==> src/irq_ctrl_macros.svh <==
// Interrupt count, valid mask, CSR offsets, sleep delay and counter width macros
`ifndef IRQ_CTRL_MACROS_SVH
`define IRQ_CTRL_MACROS_SVH

// ----------------------------------------------------------------------
// Interrupt lines
// ----------------------------------------------------------------------
`define IRQ_NUM 32
// Implemented lines: 31..16 platform, 11 external, 7 timer, 3 software
`define IRQ_VALID_MASK 32'hFFFF_0888

// ----------------------------------------------------------------------
// CSR map
// ----------------------------------------------------------------------
`define CSR_MIE_OFF 8'h00
`define CSR_MSTATUS_OFF 8'h04
`define CSR_MIP_OFF 8'h08
// Global machine interrupt enable inside MSTATUS
`define MSTATUS_MIE_BIT 3

// ----------------------------------------------------------------------
// Sleep controller
// ----------------------------------------------------------------------
// Cycles between a retired WFI and the drain check
`define WFI_SLEEP_DELAY 2
// Outstanding counter width, up to 3 transactions per side
`define OUTSTANDING_W 2

`endif

==> src/irq_ctrl_pkg.sv <==
// Interrupt vector and id types, APB and bus status structs, sleep state enum
package irq_ctrl_pkg;

  // One bit per interrupt line
  typedef logic [31:0] irq_vec_t;
  // Interrupt id as reported with the ack
  typedef logic [4:0] irq_id_t;

  typedef logic [7:0] apb_addr_t;
  typedef logic [31:0] apb_data_t;

  // APB requester side
  typedef struct packed {
    logic      psel;
    logic      penable;
    logic      pwrite;
    apb_addr_t paddr;
    apb_data_t pwdata;
  } apb_req_t;

  // APB completer side
  typedef struct packed {
    apb_data_t prdata;
    logic      pready;
    logic      pslverr;
  } apb_rsp_t;

  // Handshake view of one bus side, observed only
  typedef struct packed {
    logic req;
    logic gnt;
    logic rvalid;
  } bus_status_t;

  typedef enum logic [1:0] {
    SLEEP_IDLE   = 2'd0,
    SLEEP_DELAY  = 2'd1,
    SLEEP_DRAIN  = 2'd2,
    SLEEP_ACTIVE = 2'd3
  } sleep_state_e;

endpackage

==> src/bus_outstanding.sv <==
// Outstanding transaction counter and busy flag for one bus side
`include "irq_ctrl_macros.svh"

module bus_outstanding
  import irq_ctrl_pkg::*;
(
  input  logic        clk_i,
  input  logic        rst_ni,

  // Observed handshake of this side
  input  bus_status_t bus_i,

  // High while anything is in flight
  output logic        busy_o
);

  logic                      start;
  logic                      done;
  logic [`OUTSTANDING_W-1:0] cnt_q;

  // Address phase accepted
  assign start = bus_i.req & bus_i.gnt;
  // Response phase
  assign done  = bus_i.rvalid;

  // Start and end together leave the count alone
  always_ff @(posedge clk_i or negedge rst_ni) begin
    if (!rst_ni) begin
      cnt_q <= '0;
    end else if (start && !done) begin
      cnt_q <= cnt_q + 1'b1;
    end else if (!start && done) begin
      cnt_q <= cnt_q - 1'b1;
    end
  end

  assign busy_o = |cnt_q;

endmodule

==> src/irq_arbiter.sv <==
// MIP sampling register, fixed-priority interrupt selection and ack pulse register
`include "irq_ctrl_macros.svh"

module irq_arbiter
  import irq_ctrl_pkg::*;
(
  input  logic     clk_i,
  input  logic     rst_ni,

  input  irq_vec_t irq_i,
  input  irq_vec_t mie_i,
  input  logic     mstatus_mie_i,

  output irq_vec_t mip_o,
  output logic     wake_o,
  output logic     irq_ack_o,
  output irq_id_t  irq_id_o
);

  irq_vec_t mip_q;
  irq_vec_t pend_en;
  logic     win_valid;
  irq_id_t  win_id;
  logic     take;
  logic     irq_ack_q;
  irq_id_t  irq_id_q;

  // ----------------------------------------------------------------------
  // Pending register
  // ----------------------------------------------------------------------
  // Reserved lines never show up in MIP
  always_ff @(posedge clk_i or negedge rst_ni) begin
    if (!rst_ni) begin
      mip_q <= '0;
    end else begin
      mip_q <= irq_i & `IRQ_VALID_MASK;
    end
  end

  assign pend_en = mip_q & mie_i;
  // Wake ignores the global enable
  assign wake_o  = |pend_en;

  // ----------------------------------------------------------------------
  // Winner selection
  // ----------------------------------------------------------------------
  // Lowest priority assigned first, later hits override
  // Order high to low: 31..16, 11, 3, 7
  always_comb begin
    win_valid = 1'b0;
    win_id    = '0;
    if (pend_en[7]) begin
      win_valid = 1'b1;
      win_id    = irq_id_t'(7);
    end
    if (pend_en[3]) begin
      win_valid = 1'b1;
      win_id    = irq_id_t'(3);
    end
    if (pend_en[11]) begin
      win_valid = 1'b1;
      win_id    = irq_id_t'(11);
    end
    // Platform lines, higher index wins
    for (int i = 16; i < `IRQ_NUM; i++) begin
      if (pend_en[i]) begin
        win_valid = 1'b1;
        win_id    = irq_id_t'(i);
      end
    end
  end

  // ----------------------------------------------------------------------
  // Acknowledge
  // ----------------------------------------------------------------------
  // MSTATUS.MIE drops on the edge after the ack, so block a second take meanwhile
  assign take = win_valid & mstatus_mie_i & ~irq_ack_q;

  always_ff @(posedge clk_i or negedge rst_ni) begin
    if (!rst_ni) begin
      irq_ack_q <= 1'b0;
      irq_id_q  <= '0;
    end else begin
      irq_ack_q <= take;
      // Id only meaningful with the ack, zero otherwise
      irq_id_q  <= take ? win_id : '0;
    end
  end

  assign mip_o     = mip_q;
  assign irq_ack_o = irq_ack_q;
  assign irq_id_o  = irq_id_q;

endmodule

==> src/irq_csr_apb.sv <==
// APB slave with the MIE and MSTATUS.MIE registers and read access to MIP
`include "irq_ctrl_macros.svh"

module irq_csr_apb
  import irq_ctrl_pkg::*;
(
  input  logic     clk_i,
  input  logic     rst_ni,

  // APB slave port
  input  apb_req_t apb_req_i,
  output apb_rsp_t apb_rsp_o,

  // From the arbiter
  input  irq_vec_t mip_i,
  input  logic     irq_ack_i,

  // To the arbiter and the sleep controller
  output irq_vec_t mie_o,
  output logic     mstatus_mie_o
);

  // ----------------------------------------------------------------------
  // Access decode
  // ----------------------------------------------------------------------
  logic      access;
  logic      wr_en;
  logic      rd_en;
  logic      addr_hit;
  apb_data_t rdata;

  irq_vec_t  mie_q;
  logic      mstatus_mie_q;

  // Zero wait states, so the access phase is the transfer
  assign access = apb_req_i.psel & apb_req_i.penable;
  assign wr_en  = access & apb_req_i.pwrite;
  assign rd_en  = access & ~apb_req_i.pwrite;

  // Read mux, unmapped offsets fall through to zero
  always_comb begin
    rdata    = '0;
    addr_hit = 1'b1;
    case (apb_req_i.paddr)
      `CSR_MIE_OFF: rdata = mie_q;
      `CSR_MSTATUS_OFF: rdata[`MSTATUS_MIE_BIT] = mstatus_mie_q;
      `CSR_MIP_OFF: rdata = mip_i;
      default: addr_hit = 1'b0;
    endcase
  end

  // ----------------------------------------------------------------------
  // Registers
  // ----------------------------------------------------------------------

  // MIE keeps only implemented lines
  always_ff @(posedge clk_i or negedge rst_ni) begin
    if (!rst_ni) begin
      mie_q <= '0;
    end else if (wr_en && (apb_req_i.paddr == `CSR_MIE_OFF)) begin
      mie_q <= apb_req_i.pwdata & `IRQ_VALID_MASK;
    end
  end

  // Global enable
  // Taking an interrupt clears it, like a trap entry; this wins over a write
  always_ff @(posedge clk_i or negedge rst_ni) begin
    if (!rst_ni) begin
      mstatus_mie_q <= 1'b0;
    end else if (irq_ack_i) begin
      mstatus_mie_q <= 1'b0;
    end else if (wr_en && (apb_req_i.paddr == `CSR_MSTATUS_OFF)) begin
      mstatus_mie_q <= apb_req_i.pwdata[`MSTATUS_MIE_BIT];
    end
  end
  // MIP is read only, a write to it is simply dropped

  // ----------------------------------------------------------------------
  // Outputs
  // ----------------------------------------------------------------------
  assign apb_rsp_o.prdata  = rd_en ? rdata : '0;
  assign apb_rsp_o.pready  = 1'b1;
  // Error only on the access phase of an unmapped offset
  assign apb_rsp_o.pslverr = access & ~addr_hit;

  assign mie_o         = mie_q;
  assign mstatus_mie_o = mstatus_mie_q;

endmodule

==> src/irq_ctrl_top.sv <==
// Top level of the interrupt and sleep controller, CSR, arbiter, bus counters, sleep FSM
module irq_ctrl_top
  import irq_ctrl_pkg::*;
(
  input  logic        clk_i,
  input  logic        rst_ni,

  // CSR access
  input  apb_req_t    apb_req_i,
  output apb_rsp_t    apb_rsp_o,

  // Interrupt interface
  input  irq_vec_t    irq_i,
  output logic        irq_ack_o,
  output irq_id_t     irq_id_o,

  // Sleep control
  input  logic        wfi_i,
  input  logic        debug_req_i,
  input  bus_status_t instr_bus_i,
  input  bus_status_t data_bus_i,
  output logic        core_sleep_o
);

  irq_vec_t mie;
  irq_vec_t mip;
  logic     mstatus_mie;
  logic     wake;
  logic     irq_ack;
  logic     instr_busy;
  logic     data_busy;

  // ----------------------------------------------------------------------
  // CSR block
  // ----------------------------------------------------------------------
  irq_csr_apb i_csr (
    .clk_i         (clk_i),
    .rst_ni        (rst_ni),
    .apb_req_i     (apb_req_i),
    .apb_rsp_o     (apb_rsp_o),
    .mip_i         (mip),
    .irq_ack_i     (irq_ack),
    .mie_o         (mie),
    .mstatus_mie_o (mstatus_mie)
  );

  // ----------------------------------------------------------------------
  // Pending sampling and arbitration
  // ----------------------------------------------------------------------
  irq_arbiter i_arbiter (
    .clk_i         (clk_i),
    .rst_ni        (rst_ni),
    .irq_i         (irq_i),
    .mie_i         (mie),
    .mstatus_mie_i (mstatus_mie),
    .mip_o         (mip),
    .wake_o        (wake),
    .irq_ack_o     (irq_ack),
    .irq_id_o      (irq_id_o)
  );

  // Ack goes out and back into the CSR block
  assign irq_ack_o = irq_ack;

  // ----------------------------------------------------------------------
  // Bus drain tracking
  // ----------------------------------------------------------------------
  bus_outstanding i_instr_outstanding (
    .clk_i  (clk_i),
    .rst_ni (rst_ni),
    .bus_i  (instr_bus_i),
    .busy_o (instr_busy)
  );

  bus_outstanding i_data_outstanding (
    .clk_i  (clk_i),
    .rst_ni (rst_ni),
    .bus_i  (data_bus_i),
    .busy_o (data_busy)
  );

  // ----------------------------------------------------------------------
  // Sleep FSM
  // ----------------------------------------------------------------------
  sleep_ctrl i_sleep (
    .clk_i        (clk_i),
    .rst_ni       (rst_ni),
    .wfi_i        (wfi_i),
    .wake_i       (wake),
    .debug_req_i  (debug_req_i),
    .instr_busy_i (instr_busy),
    .data_busy_i  (data_busy),
    .core_sleep_o (core_sleep_o)
  );

endmodule

==> src/sleep_ctrl.sv <==
// WFI sleep FSM with entry delay, bus drain wait and wake handling
`include "irq_ctrl_macros.svh"

module sleep_ctrl
  import irq_ctrl_pkg::*;
(
  input  logic clk_i,
  input  logic rst_ni,

  // Retired WFI, one cycle
  input  logic wfi_i,
  // Pending and enabled interrupt from the arbiter
  input  logic wake_i,
  input  logic debug_req_i,

  // Bus sides still busy
  input  logic instr_busy_i,
  input  logic data_busy_i,

  output logic core_sleep_o
);

  // Wide enough to hold the entry delay
  typedef logic [$clog2(`WFI_SLEEP_DELAY + 1)-1:0] dly_cnt_t;

  sleep_state_e state_q;
  sleep_state_e state_d;
  dly_cnt_t     dly_q;
  dly_cnt_t     dly_d;
  logic         wake;
  logic         busy;
  logic         core_sleep_q;

  assign wake = wake_i | debug_req_i;
  assign busy = instr_busy_i | data_busy_i;

  // ----------------------------------------------------------------------
  // Next state
  // ----------------------------------------------------------------------
  always_comb begin
    state_d = state_q;
    dly_d   = dly_q;
    case (state_q)
      SLEEP_IDLE: begin
        // WFI under a live wake condition falls straight through
        if (wfi_i && !wake) begin
          state_d = SLEEP_DELAY;
          dly_d   = dly_cnt_t'(`WFI_SLEEP_DELAY - 1);
        end
      end
      SLEEP_DELAY: begin
        if (wake) begin
          state_d = SLEEP_IDLE;
        end else if (dly_q == '0) begin
          state_d = busy ? SLEEP_DRAIN : SLEEP_ACTIVE;
        end else begin
          dly_d = dly_q - 1'b1;
        end
      end
      SLEEP_DRAIN: begin
        // Wait for both sides to go quiet
        if (wake) begin
          state_d = SLEEP_IDLE;
        end else if (!busy) begin
          state_d = SLEEP_ACTIVE;
        end
      end
      SLEEP_ACTIVE: begin
        if (wake) begin
          state_d = SLEEP_IDLE;
        end
      end
      default: state_d = SLEEP_IDLE;
    endcase
  end

  // ----------------------------------------------------------------------
  // State and output registers
  // ----------------------------------------------------------------------
  always_ff @(posedge clk_i or negedge rst_ni) begin
    if (!rst_ni) begin
      state_q      <= SLEEP_IDLE;
      dly_q        <= '0;
      core_sleep_q <= 1'b0;
    end else begin
      state_q      <= state_d;
      dly_q        <= dly_d;
      // Registered copy of the ACTIVE state
      core_sleep_q <= (state_d == SLEEP_ACTIVE);
    end
  end

  assign core_sleep_o = core_sleep_q;

endmodule
==> config.mk <==
export PLATFORM = sky130hd
export DESIGN_NAME = irq_ctrl_top
export DESIGN_NICKNAME = d
export VERILOG_FILES = /design/src/irq_ctrl_pkg.sv /design/src/bus_outstanding.sv /design/src/irq_arbiter.sv /design/src/irq_csr_apb.sv /design/src/irq_ctrl_top.sv /design/src/sleep_ctrl.sv
export VERILOG_INCLUDE_DIRS = /design/src /design/src/src
export SDC_FILE = /design/constraint.sdc
export NUM_CORES = 1
export LEC_CHECK = 0
export BUFFER_PORTS_ARGS = -buffer_cell sky130_fd_sc_hd__buf_4
export CAP_MARGIN = 25
export CORE_ASPECT_RATIO = 0.5
export CORE_UTILIZATION = 40
export DETAILED_ROUTE_END_ITERATION = 8
export HOLD_SLACK_MARGIN = 0.02
export PLACE_DENSITY = 0.71
export REMOVE_ABC_BUFFERS = 1
export SKIP_CTS_REPAIR_TIMING = 1
export SKIP_LAST_GASP = 1
export SYNTH_ARGS = -nofsm -noshare
export SYNTH_HDL_FRONTEND = slang
export SYNTH_SLANG_ARGS = --single-unit
==> constraint.sdc <==
create_clock -name clk_i -period 4.2 [get_ports clk_i]
set_clock_uncertainty 0.05 [all_clocks]
set_input_delay 0.63 -clock clk_i [delete_from_list [all_inputs] [get_ports clk_i]]
set_output_delay 0.63 -clock clk_i [all_outputs]
set_load 0.02 [all_outputs]
# ---- Word-level counts from Yosys, hierarchy flattened
# Cells that the tools add are included.
dict set report totals {
  ff_bits 54
}
dict set report classes {
  n_addsub 5
  eq_ne 9
  mux 61
  reduce_logical 24
  n_bitwise 14
}
# op count
set ops {}
lappend ops {{$mux W5} 19}
lappend ops {{$pmux W28 S2} 1}
lappend ops {{$and A32 B32 Y32} 1}
lappend ops {{$mux W32} 1}
lappend ops {{$reduce_or A32 Y1} 1}
lappend ops {{$mux W2} 13}
lappend ops {{$mux W1} 23}
lappend ops {{$and A1 B1 Y1} 8}
lappend ops {{$eq A8 B3 Y1 const B} 1}
lappend ops {{$eq A8 B4 Y1 const B} 1}
lappend ops {{$logic_not A8 Y1} 1}
lappend ops {{$pmux W2 S4} 1}
lappend ops {{$reduce_bool A2 Y1} 4}
lappend ops {{$logic_and A1 B1 Y1} 7}
lappend ops {{$eq A2 B2 Y1 const B} 3}
lappend ops {{$sub A2 B1 Y2 const B} 3}
lappend ops {{$logic_not A1 Y1} 5}
lappend ops {{$add A2 B1 Y2 const B} 2}
lappend ops {{$logic_not A2 Y1} 2}
lappend ops {{$ne A2 B2 Y1 const B} 2}
lappend ops {{$pmux W2 S2} 1}
lappend ops {{$reduce_and A4 Y1} 1}
lappend ops {{$reduce_or A2 Y1} 2}
lappend ops {{$mux W3} 1}
lappend ops {{other kinds (6)} 9}

# ---- Logic depth before layout (Yosys ltp)
dict set report depth {
  word_depth 23
  mapped_depth 6
}

# ---- Modules after synthesis
# From an unflattened synthesis, not the netlist that was laid out.
dict set report unflattened {
  cells_unflattened 264
  area_unflattened_um2 2980.4
}
# mod area_per_inst_um2 cells_each n_inst
set modules_own_cells {}
lappend modules_own_cells {irq_csr_apb 1403.8 130 1}
lappend modules_own_cells {irq_arbiter 1086.0 89 1}
lappend modules_own_cells {sleep_ctrl 272.8 25 1}
lappend modules_own_cells {bus_outstanding 108.9 10 2}

# ---- Worst setup path before layout
# No wires, ideal clock.
dict set report synth_path {
  kind {input to output}
  startpoint {input port apb_req_i[37] (netlist name)}
  endpoint {output port apb_rsp_o[23] (netlist name)}
  slack_ns 1.188
  t_arrival_ns 2.332
  stages 6
  path_buffers 1
  path_cell_list {nor4_1 nand2_1 nor3_1 clkbuf_1 a22oi_1 nor2_1}
}
# element line_no
set synth_lines {}
lappend synth_lines {{start: declaration} irq_ctrl_top.sv:9} ;# input apb_req_t apb_req_i,
lappend synth_lines {{end: declaration} irq_ctrl_top.sv:10} ;# output apb_rsp_t apb_rsp_o,

==> results.txt <==
Worst-Margin Slew - 0.720 ns
critical path endpoint category - output port
pre-CTS WS - 1.39 ns
DR vias - 2138
first-pass GRT wire length - 9.52 mm
post-synthesis sequential area ratio - 51.0%
worst-case reg-to-reg path depth - 5
drt first pass iters - 4
Area contributors post-synth - dfrtp_1 (51%), mux2_2 (8.5%), a22oi_1 (6.8%)
worst path required time - 3.52 ns
detailed-route wire length per cell - 14.3 um
FILL cells - 543
Port Buffer Count - 85
largest net degree at the start of global routing - 55
Post-synth top cells - dfrtp_1 (54), nor2_1 (32), a22oi_1 (24)
post-synth top area cell - dfrtp_1
Final HPWL DP - 4.43 mm
clk buf depth - 2
initial antenna violation count - 0
Num CTS Buffers - 5
Post-synth EDFFs - 0
Final ANT Viol Nets - 0
power per cell area - 344 nW/um2
I/O pins - 126
FF-to-FF setup slack - 1.68 ns
area growth from synthesis to layout - 31.2%
Rel. slew slack - 51.6%
post-route worst setup slack - 1.44 ns
footprint of the multi-input gates - 1180 um2
reg2reg start - i_arbiter.mip_o[28]
clk sinks - 54
Register Area - 1350 um2
reg2reg end - i_sleep.dly_q[1]
status - finished clean
final hold violation count - 0
Post-Route Setup TNS - 0 ns
Yosys top cell area share - 51.0%
chip width - 117 um
CP Class - in -> out
Synth Flop Type - dfrtp_1
Pleak - 1.65 nW
Final Instance Area - 3470 um2
arrival time worst endpoint - 2.08 ns
Cell Rows - 20
Final Cycle Share - 65.8%
Clk Latency, worst-skew pair - 0.29 ns
height of the die - 59.5 um
clock transition at the registers of the reported paths - 0.07 ns
ant diodes - 0
max-slew violation count - 0
routability cong. - 0.748
final WL - 5.93 mm
share of cells above drive strength 1 - 38.2%
Final Setup Violations - 0
fmax - 362 MHz
CTS Root Cell - clkbuf_16
CTS tree - built
total track usage - 18.1%
total of max-cap violations - 0
overflow left after global routing - 0
Peak supply drop - 0.000161 V
synthesized instance count - 243
drt via density - 5.15
Starting DRT DRC Count - 104
Nets - 414
H-tree depth - 2
RSZ-0062 raised after global routing - no
fin crit period - 2.76 ns
Core ar. - 6230 um2
die area - 6970 um2
FFs w/ async S/R, synth - 100%
drc violations - 0
Mean Syn Cell Area - 10.9 um2
Critical Path Start Type - input pin
vias in the first global route - 2001
crit-path max FO - 18
class of the worst hold path - in -> async
starting density of the core - 42.5%
placed inst area - 3330 um2
most common cell in the netlist - dfrtp_1
Syn Std Cell Area - 2650 um2
Ys Warns - 0
Unique masters post-synth - 44
Yosys reg bits - 54
-- report_power, final --
| part | switching, mW | internal, mW |
|---|---|---|
| Clock | 0.181 | 0.221 |
| Sequential | 0.0429 | 0.564 |
| Combinational | 0.0889 | 0.0968 |
-- worst max-delay path: stages --
cell and delay (ns):
buf_4 0.11, nor4_1 0.28, nand2_1 0.24, nor3_2 0.15, buf_4 0.25, a22oi_1 0.12, nor2_1 0.14, buf_4 0.16
-- registers in the layout (all words and copies together) (netlist names) --
name                       count
i_instr_outstanding.cnt_q      2
i_csr.mie_o                   19
i_arbiter.irq_id_o             5
i_data_outstanding.cnt_q       2
i_sleep.state_q                2
i_csr.mstatus_mie_o            1
i_sleep.core_sleep_o           1
i_arbiter.irq_ack_o            1
i_sleep.dly_q                  2
i_arbiter.mip_o               19
-- final cells by class --
cell class	count	area share, %
tap	88	3.17
multi-input combinational	169	34.0
timing repair buffer	88	19.0
sequential	54	38.9
inverter	8	0.864
clock buffer	6	3.71
clock inverter	2	0.396
-- worst max path at each step --
stage / start / end / slack, ns
2_1_floorplan: apb_req_i[37] / apb_rsp_o[13] / 0.94
3_3_place_gp: apb_req_i[37] / i_csr.mie_o[23] / 1.48
3_5_place_dp: apb_req_i[37] / i_csr.mie_o[20] / 1.39
4_1_cts: apb_req_i[37] / apb_rsp_o[29] / 1.45
5_1_grt: apb_req_i[37] / apb_rsp_o[29] / 1.28
6_report: apb_req_i[37] / apb_rsp_o[26] / 1.44
-- layout by cell type, fill, tap and decap left out, types with 2 or more instances in the layout --
master     Yosys  routed
inv_1          8       8
nor4_1         2       2
nand3_1        4       4
a31oi_1        5       5
mux2_2        20      20
dfrtp_1       54      54
a21o_1         2       2
nor3_1         4       2
xnor2_1        2       2
nand3b_1       2       2
ha_1           3       3
a22o_1         3       3
xor2_1         4       4
nand2_1       11      11
or4_4          2       2
nor3_2         0       2
a22oi_1       24      24
conb_1         2      14
nand2b_1       3       3
and2_1         3       3
buf_4         14      88
clkbuf_16      0       5
mux2i_1        3       3
a222oi_1       2       2
nor2_1        32      32
a21oi_1        6       6
a221oi_1       2       2
-- per-stage QoR --
stage / power (mW) / cells / util (%) / hold WS, ns
detailed placement: 0.805 / 407 / 53.5 / 0.409
finish: 1.19 / 415 / 55.8 / 0.329
CTS: 1.21 / 415 / 55.8 / 0.350
global placement: 0.795 / 407 / 53.5 / 0.403
floorplan: 0.722 / 231 / - / 0.284
global route: 1.27 / 415 / 55.8 / 0.376
-- metal layers --
metal	global-route usage [%]	up-vias	routed length (um)
met4	5.61	0	74
met5	0	-	0
met3	4.70	10	266
li1	-	1016	-
met1	23.1	1043	2600
met2	30.8	69	2990
-- kinds of logic after synthesis --
| group | count (synthesis) | share of synthesized area [%] |
|---|---|---|
| AO/OA/AOI/OAI | 54 | 16.1 |
| XOR/XNOR | 6 | 1.98 |
| adder cells (fa/ha/maj) | 3 | 1.42 |
| buffers and inverters | 32 | 6.85 |
| flip-flops | 54 | 51.0 |
| multiplexers | 23 | 9.64 |
| other | 2 | 0.284 |
| AND/OR/NAND/NOR | 69 | 12.8 |
Note: power is estimated with default switching activity, not from simulation.
